`config.mk`:
```
export PLATFORM = sky130hd
export DESIGN_NAME = arbMux
export DESIGN_NICKNAME = d
export VERILOG_FILES = /design/src/hdl/arbPkg.sv /design/src/hdl/arbMux.sv /design/src/hdl/inputQueue.sv /design/src/hdl/outputStage.sv /design/src/hdl/roundRobinArbiter.sv
export SDC_FILE = /design/constraint.sdc
export NUM_CORES = 1
export LEC_CHECK = 0
export ABC_AREA = 1
export BUFFER_PORTS_ARGS = -buffer_cell sky130_fd_sc_hd__buf_2
export CAP_MARGIN = 20
export CORE_MARGIN = 2
export CORE_UTILIZATION = 60
export CTS_CLUSTER_DIAMETER = 80
export DETAILED_ROUTE_END_ITERATION = 12
export PLACE_DENSITY = 0.79
export SYNTH_ARGS = -nofsm -noshare
export SYNTH_HDL_FRONTEND = slang
export SYNTH_SLANG_ARGS = --single-unit
```
`constraint.sdc`:
```
create_clock -name clock -period 3.6 [get_ports clock]
set_input_delay 0.36 -clock clock [delete_from_list [all_inputs] [get_ports clock]]
set_output_delay 0.36 -clock clock [all_outputs]
set_load 0.01 [all_outputs]
```
`src/hdl/arbPkg.sv`:
```
package arbPkg;

   // Number of request ports, the arbiter rotation is fixed at four
   localparam int portCount = 4;

   // Width of one transaction word
   localparam int dataWidth = 16;

   // Entries per input queue
   // Also the upstream credit each source holds after reset
   localparam int queueDepth = 4;

   // Downstream credits after reset and ceiling of the credit counter
   localparam int creditMax = 4;

   // One transaction word
   typedef logic [dataWidth - 1:0] dataWord;

   // Source port number carried with each downstream word
   typedef logic [1:0] portIndex;

endpackage

```
`src/hdl/arbMux.sv`:
```
module arbMux (
   input  logic                           clock,
   input  logic                           reset,
   input  logic [arbPkg::portCount - 1:0] inValid,
   input  arbPkg::dataWord                inData [arbPkg::portCount],
   input  logic                           outCredit,
   output logic [arbPkg::portCount - 1:0] inCredit,
   output logic                           outValid,
   output arbPkg::dataWord                outData,
   output arbPkg::portIndex               outPort
);
   import arbPkg::*;

   // Queue status, doubles as the request vector
   logic [portCount - 1:0] notEmpty;

   // One-hot grant, also the pop of each queue
   logic [portCount - 1:0] grant;

   // Head of each queue toward the output mux
   dataWord                headData [portCount];

   // Output stage out of downstream credit
   logic                   holdArbitration;

   // One input queue per source port
   for (genvar p = 0; p < portCount; p++) begin : queueGen
      inputQueue inputQueue_inst (
         .clock    (clock),
         .reset    (reset),
         .inValid  (inValid[p]),
         .inData   (inData[p]),
         .pop      (grant[p]),
         .notEmpty (notEmpty[p]),
         .headData (headData[p]),
         .inCredit (inCredit[p])
      );
   end

   // Picks one non-empty queue per cycle
   roundRobinArbiter roundRobinArbiter_inst (
      .clock           (clock),
      .reset           (reset),
      .holdArbitration (holdArbitration),
      .req             (notEmpty),
      .grant           (grant)
   );

   // Registers the granted word and tracks downstream credit
   outputStage outputStage_inst (
      .clock           (clock),
      .reset           (reset),
      .grant           (grant),
      .headData        (headData),
      .outCredit       (outCredit),
      .holdArbitration (holdArbitration),
      .outValid        (outValid),
      .outData         (outData),
      .outPort         (outPort)
   );

endmodule

```
`src/hdl/inputQueue.sv`:
```
module inputQueue (
   input  logic            clock,
   input  logic            reset,
   input  logic            inValid,
   input  arbPkg::dataWord inData,
   input  logic            pop,
   output logic            notEmpty,
   output arbPkg::dataWord headData,
   output logic            inCredit
);
   import arbPkg::*;

   typedef logic [$clog2(queueDepth) - 1:0] ptrType;
   typedef logic [$clog2(queueDepth + 1) - 1:0] countType;

   // Circular buffer storage
   dataWord  entries [queueDepth];

   ptrType   wrPtr;
   ptrType   rdPtr;
   countType count;

   logic     full;
   logic     popDone;

   // Pointer advance with wrap at the last entry
   function automatic ptrType nextPtr(input ptrType ptr);
      ptrType result;
      if (ptr == ptrType'(queueDepth - 1)) begin
         result = '0;
      end
      else begin
         result = ptr + 1'b1;
      end
      return result;
   endfunction

   assign notEmpty = (count != '0);
   assign full     = (count == countType'(queueDepth));

   // Head entry is visible as soon as it is written
   assign headData = entries[rdPtr];

   // Only a pop that really removes an entry counts
   assign popDone  = pop && notEmpty;

   // One credit back to the source per removed entry, same cycle as the pop
   assign inCredit = popDone;

   // Write port
   always_ff @(posedge clock) begin
      if (inValid) begin
         entries[wrPtr] <= inData;
      end
   end

   // Pointers and occupancy
   always_ff @(posedge clock or negedge reset) begin
      if (!reset) begin
         wrPtr <= '0;
         rdPtr <= '0;
         count <= '0;
      end
      else begin
         if (inValid) begin
            wrPtr <= nextPtr(wrPtr);
         end
         if (popDone) begin
            rdPtr <= nextPtr(rdPtr);
         end
         // Push and pop together leave the count unchanged
         case ({inValid, popDone})
            2'b10:   count <= count + 1'b1;
            2'b01:   count <= count - 1'b1;
            default: count <= count;
         endcase
      end
   end

   // Source must hold credit, so a full queue never sees a write
   pushNotFull: assert property (
      @(posedge clock) disable iff (!reset)
      inValid |-> !full
   ) else $error("inputQueue: write while full");

   // Arbiter grants only non-empty queues
   popNotEmpty: assert property (
      @(posedge clock) disable iff (!reset)
      pop |-> notEmpty
   ) else $error("inputQueue: pop while empty");

endmodule

```
`src/hdl/outputStage.sv`:
```
module outputStage (
   input  logic                           clock,
   input  logic                           reset,
   input  logic [arbPkg::portCount - 1:0] grant,
   input  arbPkg::dataWord                headData [arbPkg::portCount],
   input  logic                           outCredit,
   output logic                           holdArbitration,
   output logic                           outValid,
   output arbPkg::dataWord                outData,
   output arbPkg::portIndex               outPort
);
   import arbPkg::*;

   typedef logic [$clog2(creditMax + 1) - 1:0] creditType;

   creditType creditCount;
   logic      granted;
   dataWord   selData;
   portIndex  selPort;

   assign granted = |grant;

   // Freeze arbitration with no downstream credit left
   assign holdArbitration = (creditCount == '0);

   // One-hot mux of queue heads
   // Grant index encoded into the source port number
   always_comb begin
      selData = '0;
      selPort = '0;
      for (int p = 0; p < portCount; p++) begin
         if (grant[p]) begin
            selData = selData | headData[p];
            selPort = selPort | portIndex'(p);
         end
      end
   end

   // Valid follows the grant by one cycle
   always_ff @(posedge clock or negedge reset) begin
      if (!reset) begin
         outValid <= 1'b0;
      end
      else begin
         outValid <= granted;
      end
   end

   // Word and tag, loaded only in granting cycles
   always_ff @(posedge clock) begin
      if (granted) begin
         outData <= selData;
         outPort <= selPort;
      end
   end

   // Downstream credit counter
   // One spent per grant, one back per outCredit pulse
   always_ff @(posedge clock or negedge reset) begin
      if (!reset) begin
         creditCount <= creditType'(creditMax);
      end
      else begin
         case ({granted, outCredit})
            2'b10:   creditCount <= creditCount - 1'b1;
            2'b01:   creditCount <= creditCount + 1'b1;
            // Spend and return together cancel
            default: creditCount <= creditCount;
         endcase
      end
   end

   // Downstream never returns more than it was given
   creditCeiling: assert property (
      @(posedge clock) disable iff (!reset)
      creditCount <= creditMax
   ) else $error("outputStage: credit count %0d above ceiling", creditCount);

   // Arbiter honours the hold
   noGrantOnHold: assert property (
      @(posedge clock) disable iff (!reset)
      holdArbitration |-> !granted
   ) else $error("outputStage: grant %b while out of credit", grant);

endmodule

```
`src/hdl/roundRobinArbiter.sv`:
```
module roundRobinArbiter (
   input  logic       clock,
   input  logic       reset,
   input  logic       holdArbitration,
   input  logic [3:0] req,
   output logic [3:0] grant
);

   logic [3:0] reqValid;
   logic [3:0] previousGrant;

   // Search order of port numbers, highest priority first
   logic [1:0] searchOrder [4];

   // Hold masks every request
   assign reqValid = holdArbitration ? 4'b0000 : req;

   // Rotation by last winner
   // Search starts one below the last winner, winner itself comes last
   always_comb begin
      case (previousGrant)
         4'b1000: begin
            searchOrder = '{2'd2, 2'd1, 2'd0, 2'd3};
         end
         4'b0100: begin
            searchOrder = '{2'd1, 2'd0, 2'd3, 2'd2};
         end
         4'b0010: begin
            searchOrder = '{2'd0, 2'd3, 2'd2, 2'd1};
         end
         // No grant yet, or port 0 last
         default: begin
            searchOrder = '{2'd3, 2'd2, 2'd1, 2'd0};
         end
      endcase
   end

   // Priority pick
   // Walk from lowest to highest priority so the best match is written last
   always_comb begin
      grant = 4'b0000;
      for (int i = 3; i >= 0; i--) begin
         if (reqValid[searchOrder[i]]) begin
            grant = 4'b0001 << searchOrder[i];
         end
      end
   end

   // Last winner only moves on a real grant
   always_ff @(posedge clock or negedge reset) begin
      if (!reset) begin
         previousGrant <= 4'b0000;
      end
      else if (grant != 4'b0000) begin
         previousGrant <= grant;
      end
   end

   // Some requester wins unless held
   // The last winner yields whenever another port requests
   grantFair: assert property (
      @(posedge clock) disable iff (!reset)
      (reqValid == 4'b0000 || $onehot(grant)) &&
      ((reqValid & ~previousGrant) == 4'b0000 || (grant & previousGrant) == 4'b0000)
   ) else $error("roundRobinArbiter: unfair grant %b for req %b", grant, req);

endmodule

```
# Word level (Yosys, flattened, before mapping)

Memories as Yosys holds them, arrays and structs flattened.
Index checks and enable logic that the tools add are counted.

Memories: 4
Bits in writable memories: 256
Output and inout bits: 23
Register bits: 54
Logic and storage cells: 129
Bits of input ports: 71

$lt $le $gt $ge: 4
$add $sub $neg: 18
Bitwise gates (word level): 3
Equality and inequality tests: 21
Shift operators: 4
Reductions and logical operators: 17
Mux-type cells: 40

Memory list:

| memory                              | depth | width | read ports | clocked after memory_dff | write ports | RTL line         | source |
|---|---|---|---|---|---|---|---|
| queueGen[0].inputQueue_inst.entries | 4     | 16    | 1          | 0                        | 1           | inputQueue.sv:17 | `dataWord entries [queueDepth];` |
| queueGen[1].inputQueue_inst.entries | 4     | 16    | 1          | 0                        | 1           | inputQueue.sv:17 |  |
| queueGen[2].inputQueue_inst.entries | 4     | 16    | 1          | 0                        | 1           | inputQueue.sv:17 |  |
| queueGen[3].inputQueue_inst.entries | 4     | 16    | 1          | 0                        | 1           | inputQueue.sv:17 |  |

Operators by type and width:

| kind                                                | count |
|---|---|
| two-way mux 16 bit                                  | 4 |
| OR 16 bit                                           | 3 |
| one-hot mux 3 bit (2 select lines)                  | 5 |
| == test 2 bit (second input constant)               | 13 |
| one-hot mux 8 bit (3 select lines)                  | 1 |
| two-way mux 4 bit                                   | 5 |
| adder 2 x 1 -> 2 bit (second input constant)        | 8 |
| two-way mux 2 bit                                   | 8 |
| left shift 1 x 2 -> 4 bit (first input constant)    | 4 |
| adder 3 x 1 -> 3 bit (second input constant)        | 5 |
| subtractor 3 x 1 -> 3 bit (second input constant)   | 5 |
| two-way mux 1 bit                                   | 13 |
| < comparator 2 x 3 -> 1 bit (second input constant) | 4 |
| nonzero test 3 bit                                  | 4 |
| == test 2 x 1 -> 1 bit (second input constant)      | 5 |
| nonzero test 2 bit                                  | 5 |
| binary-select mux 1 bit (select 2 bit)              | 4 |
| == test 4 x 2 -> 1 bit (second input constant)      | 1 |
| == test 4 x 3 -> 1 bit (second input constant)      | 1 |
| == test 4 bit (second input constant)               | 1 |
| logical AND 1 bit                                   | 4 |
| nonzero test 4 bit                                  | 1 |
| OR reduction 4 bit                                  | 1 |
| logical NOT 3 bit                                   | 1 |
| OR reduction 2 bit                                  | 1 |

# Depth between registers and ports, before layout

Gate-level depths: netlist of run 1.

Word-level depth: 15
Mapped depth: 20
Depth with buffers taken out: 20

# Cells and area by module

Synthesis of run 1 repeated with hierarchy kept, for this count alone.

Cells, all modules: 1214
Area, all modules: 14706.6 um^2

By module, submodules not included:

| module                                       | seq. area each (um^2) | cells each | area an instance (um^2) | times used |
|---|---|---|---|---|
| inputQueue (queueGen[0].inputQueue_inst ...) | 2097.0                | 243        | 3211.8                  | 3 |
| inputQueue (queueGen[2].inputQueue_inst)     | 2097.0                | 243        | 3219.3                  | 1 |
| outputStage                                  | 641.9                 | 134        | 1207.4                  | 1 |
| roundRobinArbiter                            | 100.1                 | 108        | 644.4                   | 1 |

# Least setup slack after synthesis of run 1

No wires, ideal clock.

Path type: reg2reg
From: register roundRobinArbiter_inst.previousGrant[0]
To: register outputStage_inst.creditCount[2]
Stages on the path, launching flop included: 20
Data required time: 3.512 ns
Path slack: 0.548 ns
Period minus slack after synthesis: 3.052 ns
Setup time: 0.088 ns
Buffers on the path: 0
Arrival time: 2.964 ns
Path through: dfrtp_1 -> nor2_2 -> nand2_4 -> nand2_4 -> nand2_1 -> nand3_2 -> nand2_4 -> nor2_1 -> nand2_1 -> nand2_1 -> nand2_2 -> a21oi_2 -> nand2_1 -> inv_1 -> ha_1 -> inv_1 -> fa_1 -> a21oi_1 -> o21ai_0 -> xor2_1

Word-level cells in the longest chain between the ends: 11
Elaborated cells on any way between the ends: 25
Classes of those cells: eq/ne (5); shift (4); mux (14); reduce/logical (2)

Ends and longest elaborated chain:

| element                                                                  | RTL line                | source |
|---|---|---|
| from (decl)                                                              | roundRobinArbiter.sv:10 | `logic [3:0] previousGrant;` |
| from (signal assigned)                                                   | roundRobinArbiter.sv:55 | `previousGrant <= grant;` |
| == test 4 x 2 -> 1 bit, or another cell as far along                     | roundRobinArbiter.sv:21 | `case (previousGrant)` |
| one-hot mux 8 bit (3 select lines) (*)                                   | roundRobinArbiter.sv:21 |  |
| binary-select mux 1 bit (select 2 bit)                                   | roundRobinArbiter.sv:43 | `if (reqValid[searchOrder[i]]) begin` |
| two-way mux 1 bit (implied by the code)                                  | roundRobinArbiter.sv:43 |  |
| two-way mux 4 bit (3 in series)                                          | roundRobinArbiter.sv:43 |  |
| two-way mux 4 bit (*)                                                    | roundRobinArbiter.sv:43 |  |
| OR reduction 4 bit (*)                                                   | outputStage.sv:21       | `assign granted = \|grant;` |
| net outputStage_inst.granted                                             | outputStage.sv:17       | `logic granted;` |
| == test 2 x 1 -> 1 bit or == test 2 bit (tied branches)                  | outputStage.sv:64       | `case ({granted, outCredit})` |
| one-hot mux 3 bit (2 select lines) or nonzero test 2 bit (tied branches) | n/a                     |  |
| to (signal assigned)                                                     | outputStage.sv:65       | `2'b10: creditCount <= creditCount - 1'b1;` |
| to (signal assigned)                                                     | outputStage.sv:66       | `2'b01: creditCount <= creditCount + 1'b1;` |
| to (signal assigned)                                                     | outputStage.sv:68       | `default: creditCount <= creditCount;` |
| to (decl)                                                                | outputStage.sv:16       | `creditType creditCount;` |

Mark *: on every way through the listed nets, which the timed path passes. The rest lies on a longest branch. The select of a mux whose other input is x is not followed.
A chain may end at the register's enable or synchronous reset.

# Worst setup path in the final report of run 1

Same ends and word-level chain as after synthesis.

==> metrics.json, run 1 <==
{
  "syn-instance-count": {"value": 1068},
  "reg2reg_from": {"value": "roundRobinArbiter_inst.previousGrant[0]"},
  "synth.top_cells.by_area": {"value": "sky130_fd_sc_hd__edfxtp_1 (63%), sky130_fd_sc_hd__dfrtp_1 (6.8%), sky130_fd_sc_hd__nand2_1 (5.4%), sky130_fd_sc_hd__o21ai_0 (4.5%), sky130_fd_sc_hd__nor2_1 (4.1%)"},
  "drt_iter0_markers": {"value": 660},
  "layout-drive-gt1-share": {"value": 0.167},
  "cts_sinks": {"value": 310},
  "post-route-min-period": {"value": 3110, "unit": "ps"},
  "drtAntennaViolNets": {"value": 0},
  "seq_power_share": {"value": 0.367},
  "post-synth-top-area-fraction": {"value": 0.635},
  "worstMarginPinSlew": {"value": 989, "unit": "ps"},
  "critical_path.startpoint_type": {"value": "flop"},
  "tritoncts.num_buffers": {"value": 30},
  "switching_share": {"value": 0.401},
  "run_status": {"value": "completed"},
  "detail_route.vias_per_cell": {"value": 5.68},
  "clock_insertion_delay_worst_skew": {"value": 550, "unit": "ps"},
  "grt_start_max_net_pins": {"value": 37},
  "crit_arrival": {"value": 3580, "unit": "ps"},
  "design.die.area": {"value": 22800, "unit": "um^2"},
  "comb_power_share": {"value": 0.420},
  "timing_hold_violations_final": {"value": 0},
  "post_synth_most_frequent_cells": {"value": "sky130_fd_sc_hd__edfxtp_1 (274), sky130_fd_sc_hd__nand2_1 (188), sky130_fd_sc_hd__nor2_1 (140)"},
  "worstPathRequired": {"value": 4070, "unit": "ps"},
  "clock_tree.htree_level_count": {"value": 1},
  "setup_total_negative_slack": {"value": 0, "unit": "ps"},
  "cts-root-buf": {"value": "sky130_fd_sc_hd__clkbuf_16"},
  "chipHeight": {"value": 151, "unit": "um"},
  "worst_setup_path_endpoint": {"value": "outputStage_inst.creditCount[2]"},
  "cp-startpoint": {"value": "roundRobinArbiter_inst.previousGrant[0]"},
  "path_class": {"value": "reg -> reg"},
  "worst_relative_slew_slack": {"value": 0.340},
  "drv.max_cap_violation_count": {"value": 0},
  "number_of_antenna_diodes": {"value": 0},
  "post_synthesis_mean_instance_area": {"value": 12.1, "unit": "um^2"},
  "synth_top_cell_by_area": {"value": "sky130_fd_sc_hd__edfxtp_1"},
  "die_width": {"value": 151, "unit": "um"},
  "clock_skew": {"value": 8.98, "unit": "ps"},
  "global_route_wire_length_before_repair": {"value": 42.3, "unit": "mm"},
  "power": {"value": 14.7, "unit": "mW"},
  "drt_pass1_iterations": {"value": 5},
  "synth_cell_types": {"value": 31},
  "synth-seq-area-share": {"value": 0.704},
  "yosys_warnings": {"value": 0},
  "route.detailed.wl_per_inst": {"value": 18.5, "unit": "um"},
  "setup_viol_count_final": {"value": 0},
  "hp-class": {"value": "in -> reg"},
  "postRouteWirelength": {"value": 27.2, "unit": "mm"},
  "ctsLongestPathBuffers": {"value": 3},
  "finalMaxSlewViolations": {"value": 0},
  "core": {"value": 21100, "unit": "um^2"},
  "tritoncts_clock_tree": {"value": "built"},
  "reg2reg_depth": {"value": 19},
  "final.period_utilization": {"value": 0.864},
  "yosys_register_bits": {"value": 310},
  "async_reset_ff_frac": {"value": 0.116},
  "floorplan.initialDensity": {"value": 0.615},
  "postCtsResizedCells": {"value": 0},
  "synth_edf_count": {"value": 274},
  "first_global_vias": {"value": 8216},
  "synthesis.area": {"value": 13000, "unit": "um^2"},
  "max_clock_freq": {"value": 322, "unit": "MHz"},
  "regToRegEndpoint": {"value": "outputStage_inst.creditCount[2]"},
  "syn2layout_area_growth": {"value": 14.0, "unit": "%"},
  "io_buffer_count": {"value": 93},
  "power.switching": {"value": 5.90, "unit": "mW"},
  "power.density_cell_area": {"value": 995, "unit": "nW/um^2"},
  "post-dp-hpwl": {"value": 17.3, "unit": "mm"},
  "clock_network_fraction_of_total_power": {"value": 0.213},
  "ys_dominant_reg_cell": {"value": "sky130_fd_sc_hd__edfxtp_1"},
  "antenna_found_initial": {"value": 3},
  "fin_nets": {"value": 1271},
  "gr-total-overflow": {"value": 0},
  "leakagePower": {"value": 5.75, "unit": "nW"},
  "grt_use_total": {"value": 0.243},
  "io-pin-count": {"value": 94},
  "synth.most_common_cell": {"value": "sky130_fd_sc_hd__edfxtp_1"},
  "syn-num-nets": {"value": 1169},
  "clk_transition_reported_paths": {"value": 60, "unit": "ps"},
  "grt_setup_unrepaired": {"value": "false"},
  "std_cell_rows": {"value": 53},
  "power_report.internal_total": {"value": 8.80, "unit": "mW"},
  "ir_drop": {"value": 1.02, "unit": "mV"},
  "critPathMaxFanout": {"value": 24},
  "number_of_remaining_drc_errors": {"value": 0},
  "hold_depth": {"value": 1},
  "worst_setup_path_end_kind": {"value": "flop"},
  "gp_congestion": {"value": 0.859},
  "num_vias": {"value": 8339},
  "reg2reg_slack": {"value": 490, "unit": "ps"}
}
[worst max-delay path, cell delays in order, from the launching register on]
cell and delay (ps):
sky130_fd_sc_hd__dfrtp_1 400, sky130_fd_sc_hd__nor2_2 260, sky130_fd_sc_hd__nand2_4 150, sky130_fd_sc_hd__nand2_4 130
sky130_fd_sc_hd__nand2_2 80, sky130_fd_sc_hd__nand3_2 100, sky130_fd_sc_hd__nand2_4 80, sky130_fd_sc_hd__clkinv_2 60
sky130_fd_sc_hd__nand3_1 70, sky130_fd_sc_hd__nand2_1 100, sky130_fd_sc_hd__nand2_4 210, sky130_fd_sc_hd__nor2_2 250
sky130_fd_sc_hd__nand2_1 100, sky130_fd_sc_hd__inv_1 70, sky130_fd_sc_hd__ha_1 130, sky130_fd_sc_hd__inv_1 60
sky130_fd_sc_hd__fa_1 380, sky130_fd_sc_hd__a21oi_1 140, sky130_fd_sc_hd__o21ai_0 110, sky130_fd_sc_hd__xor2_1 160
[worst min-delay path by stage]
stage | from | end
after floorplan | reset | outputStage_inst.creditCount[0]
final | inData[12] | queueGen[3].inputQueue_inst.entries[2][12]
after CTS | inData[55] | queueGen[0].inputQueue_inst.entries[1][7]
after global placement | queueGen[1].inputQueue_inst.count[2] | queueGen[1].inputQueue_inst.count[2]
after global routing | inData[34] | queueGen[1].inputQueue_inst.entries[1][2]
after detailed placement | queueGen[2].inputQueue_inst.count[0] | queueGen[2].inputQueue_inst.count[0]
[state kept, by name, indices dropped and copies added (netlist names)]
name and count:
outputStage_inst.creditCount 3, outputStage_inst.outData 16, outputStage_inst.outPort 2, outputStage_inst.outValid 1, queueGen.inputQueue_inst.count 12, queueGen.inputQueue_inst.entries 256, queueGen.inputQueue_inst.rdPtr 8, queueGen.inputQueue_inst.wrPtr 8
roundRobinArbiter_inst.previousGrant 4
[cells by family after synthesis]
| family | after synthesis | share of synthesized area |
|---|---|---|
| compound gates | 211 | 0.0925 |
| xor+xnor | 10 | 0.00675 |
| fa+ha+maj | 30 | 0.0318 |
| buf+inv | 116 | 0.0384 |
| flops | 310 | 0.704 |
| mux | 1 | 0.000868 |
| simple gates | 390 | 0.126 |
[layer usage]
| layer | GRT usage | wire (um) | vias up |
|---|---|---|---|
| met3 | 0.0383 | 1930 | 70 |
| li1 | - | - | 3953 |
| met4 | 0.0841 | 887 | 4 |
| met1 | 0.323 | 10900 | 3989 |
| met2 | 0.412 | 13500 | 323 |
| met5 | 0 | 26 | - |
[area by class of cell]
type / count / area, um^2
clock buffer: 39 / 825
clock inverter: 17 / 181
fill: 1439 / 6310
inverter: 65 / 245
multi-input combinational: 642 / 3340
sequential: 310 / 9130
tap: 275 / 344
timing repair buffer: 121 / 716
[through the flow]
step | area [um^2] | utilization | std cells | hold WS, ps | setup WS [ps]
2_1_floorplan | 13000 | - | 1068 | 64.4 | 548
3_3_place_gp | 13600 | 0.646 | 1397 | 462 | 602
3_5_place_dp | 13600 | 0.646 | 1397 | 465 | 503
4_1_cts | 14800 | 0.701 | 1469 | 0.982 | 508
5_1_grt | 14800 | 0.701 | 1469 | 7.63 | 208
6_report | 14800 | 0.701 | 1469 | 17.5 | 491
[power groups by stage]
stage / registers [mW] / clock network [mW] / logic, mW
after CTS: 5.39 / 3.17 / 6.17
after global placement: 5.43 / 0 / 5.86
final: 5.40 / 3.12 / 6.18
after global routing: 5.46 / 3.31 / 6.92
after floorplan: 5.41 / 0 / 4.50
after detailed placement: 5.46 / 0 / 6.10
[what timing repair did]
action | CTS | global route
hold buffers | 16 | 0
hold endpoints to repair | 94 | 0
buffers inserted | 0 | 0
[cells in the final DEF, fill, tap and decap left out]
cell type,netlist,routed
sky130_fd_sc_hd__nor2_2,10,10
sky130_fd_sc_hd__nor2_4,1,1
sky130_fd_sc_hd__edfxtp_1,274,274
sky130_fd_sc_hd__buf_2,1,93
sky130_fd_sc_hd__nand2_1,188,188
sky130_fd_sc_hd__a21oi_2,1,1
sky130_fd_sc_hd__a21oi_1,26,26
sky130_fd_sc_hd__nand2_2,20,20
sky130_fd_sc_hd__clkinv_1,0,3
sky130_fd_sc_hd__mux2_2,1,1
sky130_fd_sc_hd__clkinv_8,0,1
sky130_fd_sc_hd__clkinvlp_4,0,4
sky130_fd_sc_hd__o21ai_1,3,3
sky130_fd_sc_hd__xnor2_1,7,7
sky130_fd_sc_hd__xor2_1,3,3
sky130_fd_sc_hd__dfrtp_1,35,35
sky130_fd_sc_hd__o21ai_0,117,117
sky130_fd_sc_hd__o22ai_1,48,48
sky130_fd_sc_hd__clkbuf_16,0,30
sky130_fd_sc_hd__clkinv_4,0,1
sky130_fd_sc_hd__clkbuf_8,0,4
sky130_fd_sc_hd__clkinv_2,1,6
sky130_fd_sc_hd__buf_4,6,12
sky130_fd_sc_hd__nand2_4,5,5
sky130_fd_sc_hd__inv_1,60,60
sky130_fd_sc_hd__dlygate4sd3_1,0,16
sky130_fd_sc_hd__inv_2,4,4
sky130_fd_sc_hd__nand4_1,1,1
sky130_fd_sc_hd__nand3_2,2,2
sky130_fd_sc_hd__dfstp_2,1,1
sky130_fd_sc_hd__nor2_1,140,140
sky130_fd_sc_hd__a32o_1,16,16
sky130_fd_sc_hd__clkbuf_1,36,5
sky130_fd_sc_hd__ha_1,25,25
sky130_fd_sc_hd__bufinv_16,0,3
sky130_fd_sc_hd__fa_1,5,5
sky130_fd_sc_hd__nand3_1,23,23
Power figures use the tool's default switching activity.
==> run 2: changes to the inputs <==
Settings changed: CORE_UTILIZATION 60 to 57, PLACE_DENSITY 0.79 to 0.76.
Clock period 3.6 ns to 3.3 ns, I/O delays scaled along.
==> metrics.json, run 2 (synthesis results as in run 1) <==
{
  "drt_pass1_iterations": {"value": 6},
  "tritoncts_clock_tree": {"value": "built"},
  "layout.cells.most_common": {"value": "sky130_fd_sc_hd__edfxtp_1"},
  "reg2reg_slack": {"value": 270, "unit": "ps"},
  "post-route-util": {"value": 0.653},
  "design.die.area": {"value": 24000, "unit": "um^2"},
  "postCtsSetupRepairBufs": {"value": 0},
  "drv.max_cap_violation_count": {"value": 0},
  "syn2layout_area_growth": {"value": 13.4, "unit": "%"},
  "gp_congestion": {"value": 0.821},
  "ir_drop": {"value": 0.828, "unit": "mV"},
  "clock_insertion_delay_worst_skew": {"value": 510, "unit": "ps"},
  "critPathMaxFanout": {"value": 23},
  "clock_tree.htree_level_count": {"value": 2},
  "num_vias": {"value": 8247},
  "worstMarginPinSlew": {"value": 1010, "unit": "ps"},
  "biggest_regs": {"value": "queueGen.inputQueue_inst.entries x256, outputStage_inst.outData x16, queueGen.inputQueue_inst.count x12"},
  "path_class": {"value": "reg -> reg"},
  "worst_setup_path_end_kind": {"value": "flop"},
  "clock_skew": {"value": 13.0, "unit": "ps"},
  "global_route_wire_length_before_repair": {"value": 41.5, "unit": "mm"},
  "floorplan.initialDensity": {"value": 0.576},
  "max_clock_freq": {"value": 331, "unit": "MHz"},
  "antenna_found_initial": {"value": 1},
  "critical_path.startpoint_type": {"value": "flop"},
  "final_cell_area": {"value": 14700, "unit": "um^2"},
  "cts_sinks": {"value": 310},
  "drt_iter0_markers": {"value": 772},
  "grt_start_max_net_pins": {"value": 37},
  "postCtsResizedCells": {"value": 0},
  "setup_total_negative_slack": {"value": 0, "unit": "ps"},
  "postRouteWirelength": {"value": 26.7, "unit": "mm"},
  "layout.cells.most_common_list": {"value": "sky130_fd_sc_hd__edfxtp_1 (274), sky130_fd_sc_hd__nand2_1 (188), sky130_fd_sc_hd__nor2_1 (140), sky130_fd_sc_hd__o21ai_0 (117), sky130_fd_sc_hd__buf_2 (93)"},
  "detail_route.vias_per_cell": {"value": 5.62},
  "layout-drive-gt1-share": {"value": 0.166},
  "die_width": {"value": 155, "unit": "um"},
  "timing_hold_violations_final": {"value": 0},
  "grt_setup_unrepaired": {"value": "false"},
  "core": {"value": 22500, "unit": "um^2"},
  "clk_transition_reported_paths": {"value": 60, "unit": "ps"},
  "std_cell_rows": {"value": 55},
  "finalMaxSlewViolations": {"value": 0},
  "holdBufCountCts": {"value": 1},
  "final.period_utilization": {"value": 0.917},
  "worst_relative_slew_slack": {"value": 0.328},
  "run_status": {"value": "completed"},
  "post-route-min-period": {"value": 3030, "unit": "ps"},
  "chipHeight": {"value": 155, "unit": "um"},
  "worstPathRequired": {"value": 3680, "unit": "ps"},
  "setup_viol_count_final": {"value": 0},
  "route.detailed.wl_per_inst": {"value": 18.2, "unit": "um"},
  "dp_worst_setup_slack": {"value": 358, "unit": "ps"},
  "gr-total-overflow": {"value": 0},
  "io-pin-count": {"value": 94},
  "grt_use_total": {"value": 0.225},
  "drtAntennaViolNets": {"value": 0},
  "io_buffer_count": {"value": 93},
  "post-dp-hpwl": {"value": 16.6, "unit": "mm"},
  "number_of_remaining_drc_errors": {"value": 0},
  "registers.top_by_ff_count": {"value": "queueGen.inputQueue_inst.entries"},
  "setup_ws": {"value": 275, "unit": "ps"},
  "num-fill-cells": {"value": 1629},
  "ctsLongestPathBuffers": {"value": 3},
  "fin_nets": {"value": 1260},
  "tritoncts.num_buffers": {"value": 34},
  "leakagePower": {"value": 5.72, "unit": "nW"},
  "placement.cell_area": {"value": 13600, "unit": "um^2"},
  "crit_arrival": {"value": 3400, "unit": "ps"},
  "first_global_vias": {"value": 7855},
  "hp-class": {"value": "in -> reg"},
  "cts-root-buf": {"value": "sky130_fd_sc_hd__clkbuf_16"},
  "largest_register_ffs": {"value": 256},
  "power.density_cell_area": {"value": 1100, "unit": "nW/um^2"}
}
-- run 2: stage by stage --
stage | hold WS (ps) | cells | total power [mW]
global placement | 463 | 1407 | 12.4
global route | 23.0 | 1468 | 17.3
detailed placement | 464 | 1407 | 12.6
CTS | 17.6 | 1467 | 16.2
floorplan | 34.4 | 1068 | 10.8
finish | 29.8 | 1468 | 16.2
-- run 2: path summary, 6_finish.rpt --
kind | from | to | cells past startpoint
max in group asynchronous | reset | queueGen[1].inputQueue_inst.wrPtr[0] | 2
worst max-delay path | roundRobinArbiter_inst.previousGrant[0] | queueGen[3].inputQueue_inst.count[2] | 16
worst min-delay path | inData[10] | queueGen[3].inputQueue_inst.entries[1][10] | 1
worst max register to register | roundRobinArbiter_inst.previousGrant[0] | queueGen[3].inputQueue_inst.count[2] | 16
worst min register to register | queueGen[2].inputQueue_inst.count[0] | queueGen[2].inputQueue_inst.count[0] | 1
min in group asynchronous | reset | queueGen[0].inputQueue_inst.wrPtr[0] | 2
-- run 2: power by group --
part	leakage, nW	switching (mW)	internal (mW)	total (mW)
clock	0.508	1.46	2.14	3.60
combinational	2.24	4.66	2.09	6.75
sequential	2.97	0.346	5.52	5.86
-- run 2: layout make-up --
type	instances	area, um^2	area share
tap	285	357	0.0243
inverter	65	245	0.0167
sequential	310	9130	0.621
clock buffer	42	881	0.0599
multi-input combinational	642	3340	0.227
clock inverter	17	180	0.0123
timing repair buffer	106	566	0.0385
antenna	1	2.50	0.000170
-- run 2: metal layers --
layer | up-vias | GRT usage | wire length [um]
li1 | 3919 | - | -
met1 | 3964 | 0.310 | 11200
met2 | 322 | 0.373 | 13000
met3 | 42 | 0.0437 | 1960
met4 | 0 | 0.0586 | 440
met5 | - | 0 | 0
-- run 2: critical path, cell delays in order, from the launching register on --
cell	delay, ps
sky130_fd_sc_hd__dfrtp_1	410
sky130_fd_sc_hd__nor2_2	270
sky130_fd_sc_hd__nand2_4	150
sky130_fd_sc_hd__nand2_4	130
sky130_fd_sc_hd__nand2_2	70
sky130_fd_sc_hd__nand3_1	100
sky130_fd_sc_hd__nand2_2	110
sky130_fd_sc_hd__a21oi_1	160
sky130_fd_sc_hd__nand2_1	90
sky130_fd_sc_hd__nand2_2	80
sky130_fd_sc_hd__buf_4	270
sky130_fd_sc_hd__ha_1	200
sky130_fd_sc_hd__inv_1	70
sky130_fd_sc_hd__fa_1	380
sky130_fd_sc_hd__a21oi_1	150
sky130_fd_sc_hd__o21ai_0	110
sky130_fd_sc_hd__xor2_1	150
==> run 3: changes to the inputs <==
Settings changed: CORE_UTILIZATION 57 to 55, PLACE_DENSITY 0.76 to 0.74.
==> metrics.json, run 3 (synthesis results as in run 1) <==
{
  "number_of_antenna_diodes": {"value": 0},
  "grt_setup_unrepaired": {"value": "false"},
  "post-route-min-period": {"value": 2940, "unit": "ps"},
  "num-fill-cells": {"value": 1681},
  "tritoncts.num_buffers": {"value": 31},
  "critical_path.max_stage_delay": {"value": 400, "unit": "ps"},
  "critical_path.startpoint_type": {"value": "flop"},
  "finalMaxSlewViolations": {"value": 0},
  "post-dp-hpwl": {"value": 17.0, "unit": "mm"},
  "clock_skew": {"value": 16.3, "unit": "ps"},
  "post-route-util": {"value": 0.657},
  "power": {"value": 16.2, "unit": "mW"},
  "final.period_utilization": {"value": 0.891},
  "worstMarginPinSlew": {"value": 995, "unit": "ps"},
  "max_clock_freq": {"value": 340, "unit": "MHz"},
  "std_cell_rows": {"value": 56},
  "first_global_vias": {"value": 8007},
  "biggest_regs": {"value": "queueGen.inputQueue_inst.entries x256, outputStage_inst.outData x16, queueGen.inputQueue_inst.count x12"},
  "postCtsResizedCells": {"value": 0},
  "drtAntennaViolNets": {"value": 0},
  "cp_cell_sequence": {"value": "nor2_2, nand2_4, nand2_4, nand2_2, nand3_1, nand2_2, a21oi_1, nand2_1, nand2_2, buf_4, ha_1, inv_1, fa_1, a21oi_1, o21ai_0, xor2_1"},
  "cp_delay_by_family_top": {"value": "simple AND/OR/NAND/NOR gates"},
  "global_route_wire_length_before_repair": {"value": 42.8, "unit": "mm"},
  "timing_hold_violations_final": {"value": 0},
  "chipHeight": {"value": 158, "unit": "um"},
  "route.detailed.wl_per_inst": {"value": 17.8, "unit": "um"},
  "worst_setup_path_end_kind": {"value": "flop"},
  "critPathBufInv": {"value": 2},
  "io-pin-count": {"value": 94},
  "layout.cells.most_common": {"value": "sky130_fd_sc_hd__edfxtp_1"},
  "cts-root-buf": {"value": "sky130_fd_sc_hd__clkbuf_16"},
  "clock_network_fraction_of_total_power": {"value": 0.216},
  "crit_arrival": {"value": 3370, "unit": "ps"},
  "clock_insertion_delay_worst_skew": {"value": 570, "unit": "ps"},
  "tritoncts_clock_tree": {"value": "built"},
  "power.density_cell_area": {"value": 1060, "unit": "nW/um^2"},
  "num_vias": {"value": 8495},
  "largest_register_ffs": {"value": 256},
  "setup_viol_count_final": {"value": 0},
  "critical-path-top-cell-by-count": {"value": "sky130_fd_sc_hd__nand2_2"},
  "detail_route.vias_per_cell": {"value": 5.44},
  "comb_power_share": {"value": 0.419},
  "power_report.internal_total": {"value": 9.68, "unit": "mW"},
  "setup_total_negative_slack": {"value": 0, "unit": "ps"},
  "ir_drop": {"value": 0.660, "unit": "mV"},
  "clock_tree.htree_level_count": {"value": 1},
  "gp_congestion": {"value": 0.804},
  "layout-drive-gt1-share": {"value": 0.157},
  "instances_no_fill": {"value": 1563},
  "switching_share": {"value": 0.403},
  "syn2layout_area_growth": {"value": 18.2, "unit": "%"},
  "io_buffer_count": {"value": 93},
  "power.switching": {"value": 6.53, "unit": "mW"},
  "worstPathRequired": {"value": 3730, "unit": "ps"},
  "seq_power_share": {"value": 0.365},
  "core": {"value": 23300, "unit": "um^2"},
  "floorplan.initialDensity": {"value": 0.556},
  "reg2reg_slack": {"value": 360, "unit": "ps"},
  "setup_ws": {"value": 360, "unit": "ps"},
  "postRouteWirelength": {"value": 27.8, "unit": "mm"},
  "path_class": {"value": "reg -> reg"},
  "design.die.area": {"value": 24800, "unit": "um^2"},
  "registers.top_by_ff_count": {"value": "queueGen.inputQueue_inst.entries"},
  "ctsLongestPathBuffers": {"value": 3},
  "fin_nets": {"value": 1320},
  "critical-path-slowest-cell": {"value": "sky130_fd_sc_hd__dfrtp_1"},
  "gr-total-overflow": {"value": 0},
  "postCtsSetupRepairBufs": {"value": 0},
  "place_inst": {"value": 1441},
  "worst_relative_slew_slack": {"value": 0.336},
  "clk_transition_reported_paths": {"value": 60, "unit": "ps"},
  "critPathMaxFanout": {"value": 23},
  "layout.cells.most_common_list": {"value": "sky130_fd_sc_hd__edfxtp_1 (274), sky130_fd_sc_hd__nand2_1 (188), sky130_fd_sc_hd__nor2_1 (140), sky130_fd_sc_hd__o21ai_0 (117), sky130_fd_sc_hd__buf_2 (93)"},
  "hp-class": {"value": "in -> reg"},
  "dp_worst_setup_slack": {"value": 403, "unit": "ps"},
  "leakagePower": {"value": 5.96, "unit": "nW"},
  "grt_use_total": {"value": 0.224},
  "drt_iter0_markers": {"value": 857},
  "number_of_remaining_drc_errors": {"value": 0},
  "grt_start_max_net_pins": {"value": 37},
  "cts_sinks": {"value": 310},
  "die_width": {"value": 158, "unit": "um"},
  "run_status": {"value": "completed"},
  "drt_pass1_iterations": {"value": 8},
  "antenna_found_initial": {"value": 0},
  "drv.max_cap_violation_count": {"value": 0}
}
## run 3: cell types whose count changed in the layout (fill, tap and decap cells not counted), sizes merged
| cell | change |
|---|---|
| clkbuf | -6 |
| dlygate4sd3 | +63 |
| diode | -1 |
| bufinv | +1 |
| clkinv | +4 |
## run 3: timing repair
action	in CTS	in global routing
setup endpoints to repair	0	0
hold endpoints to repair	287	0
hold buffers	64	0
## run 3: layout make-up
cell class	count	area [um^2]	share of cell area
Inverter	65	245	0.0160
Tap cell	319	399	0.0260
Clock buffer	36	795	0.0518
Multi-Input combinational cell	642	3340	0.218
Sequential cell	310	9130	0.596
Clock inverter	22	223	0.0145
Timing Repair Buffer	169	1200	0.0780
## run 3: power groups by stage
stage	sequential [mW]	combinational, mW	clock [mW]
global route	5.99	7.62	3.70
global placement	5.96	6.52	0
detailed placement	5.98	6.71	0
floorplan	5.91	4.91	0
CTS	5.91	6.82	3.53
finish	5.92	6.80	3.50
## run 3: per-layer routing
metal	routed length, um	GRT usage
met4	354	0.0437
met1	11700	0.311
met5	0	0
met2	13700	0.382
met3	1950	0.0344
## run 3: worst register-to-register path, stage by stage (launching register included)
cell and delay (ps):
sky130_fd_sc_hd__dfrtp_1 400, sky130_fd_sc_hd__nor2_2 260, sky130_fd_sc_hd__nand2_4 140, sky130_fd_sc_hd__nand2_4 130, sky130_fd_sc_hd__nand2_2 70, sky130_fd_sc_hd__nand3_1 110
sky130_fd_sc_hd__nand2_2 110, sky130_fd_sc_hd__a21oi_1 140, sky130_fd_sc_hd__nand2_1 80, sky130_fd_sc_hd__nand2_2 70, sky130_fd_sc_hd__buf_4 240, sky130_fd_sc_hd__ha_1 190
sky130_fd_sc_hd__inv_1 60, sky130_fd_sc_hd__fa_1 370, sky130_fd_sc_hd__a21oi_1 160, sky130_fd_sc_hd__o21ai_0 110, sky130_fd_sc_hd__xor2_1 160
## run 3: path summary, 6_finish.rpt
| path | from | endpoint | depth (start not counted) |
|---|---|---|---|
| max | roundRobinArbiter_inst.previousGrant[0] | queueGen[0].inputQueue_inst.count[2] | 16 |
| min | inData[48] | queueGen[0].inputQueue_inst.entries[3][0] | 1 |
| max reg2reg | roundRobinArbiter_inst.previousGrant[0] | queueGen[0].inputQueue_inst.count[2] | 16 |
| min reg2reg | queueGen[0].inputQueue_inst.count[0] | queueGen[0].inputQueue_inst.count[0] | 1 |
| max in group asynchronous | reset | queueGen[2].inputQueue_inst.count[1] | 2 |
| min in group asynchronous | reset | queueGen[0].inputQueue_inst.wrPtr[0] | 2 |
## run 3: metrics by stage
stage	instance area [um^2]	hold WS, ps
2_1_floorplan	13000	34.4
3_3_place_gp	13700	460
3_5_place_dp	13700	463
4_1_cts	15300	2.78
5_1_grt	15300	5.47
6_report	15300	14.6
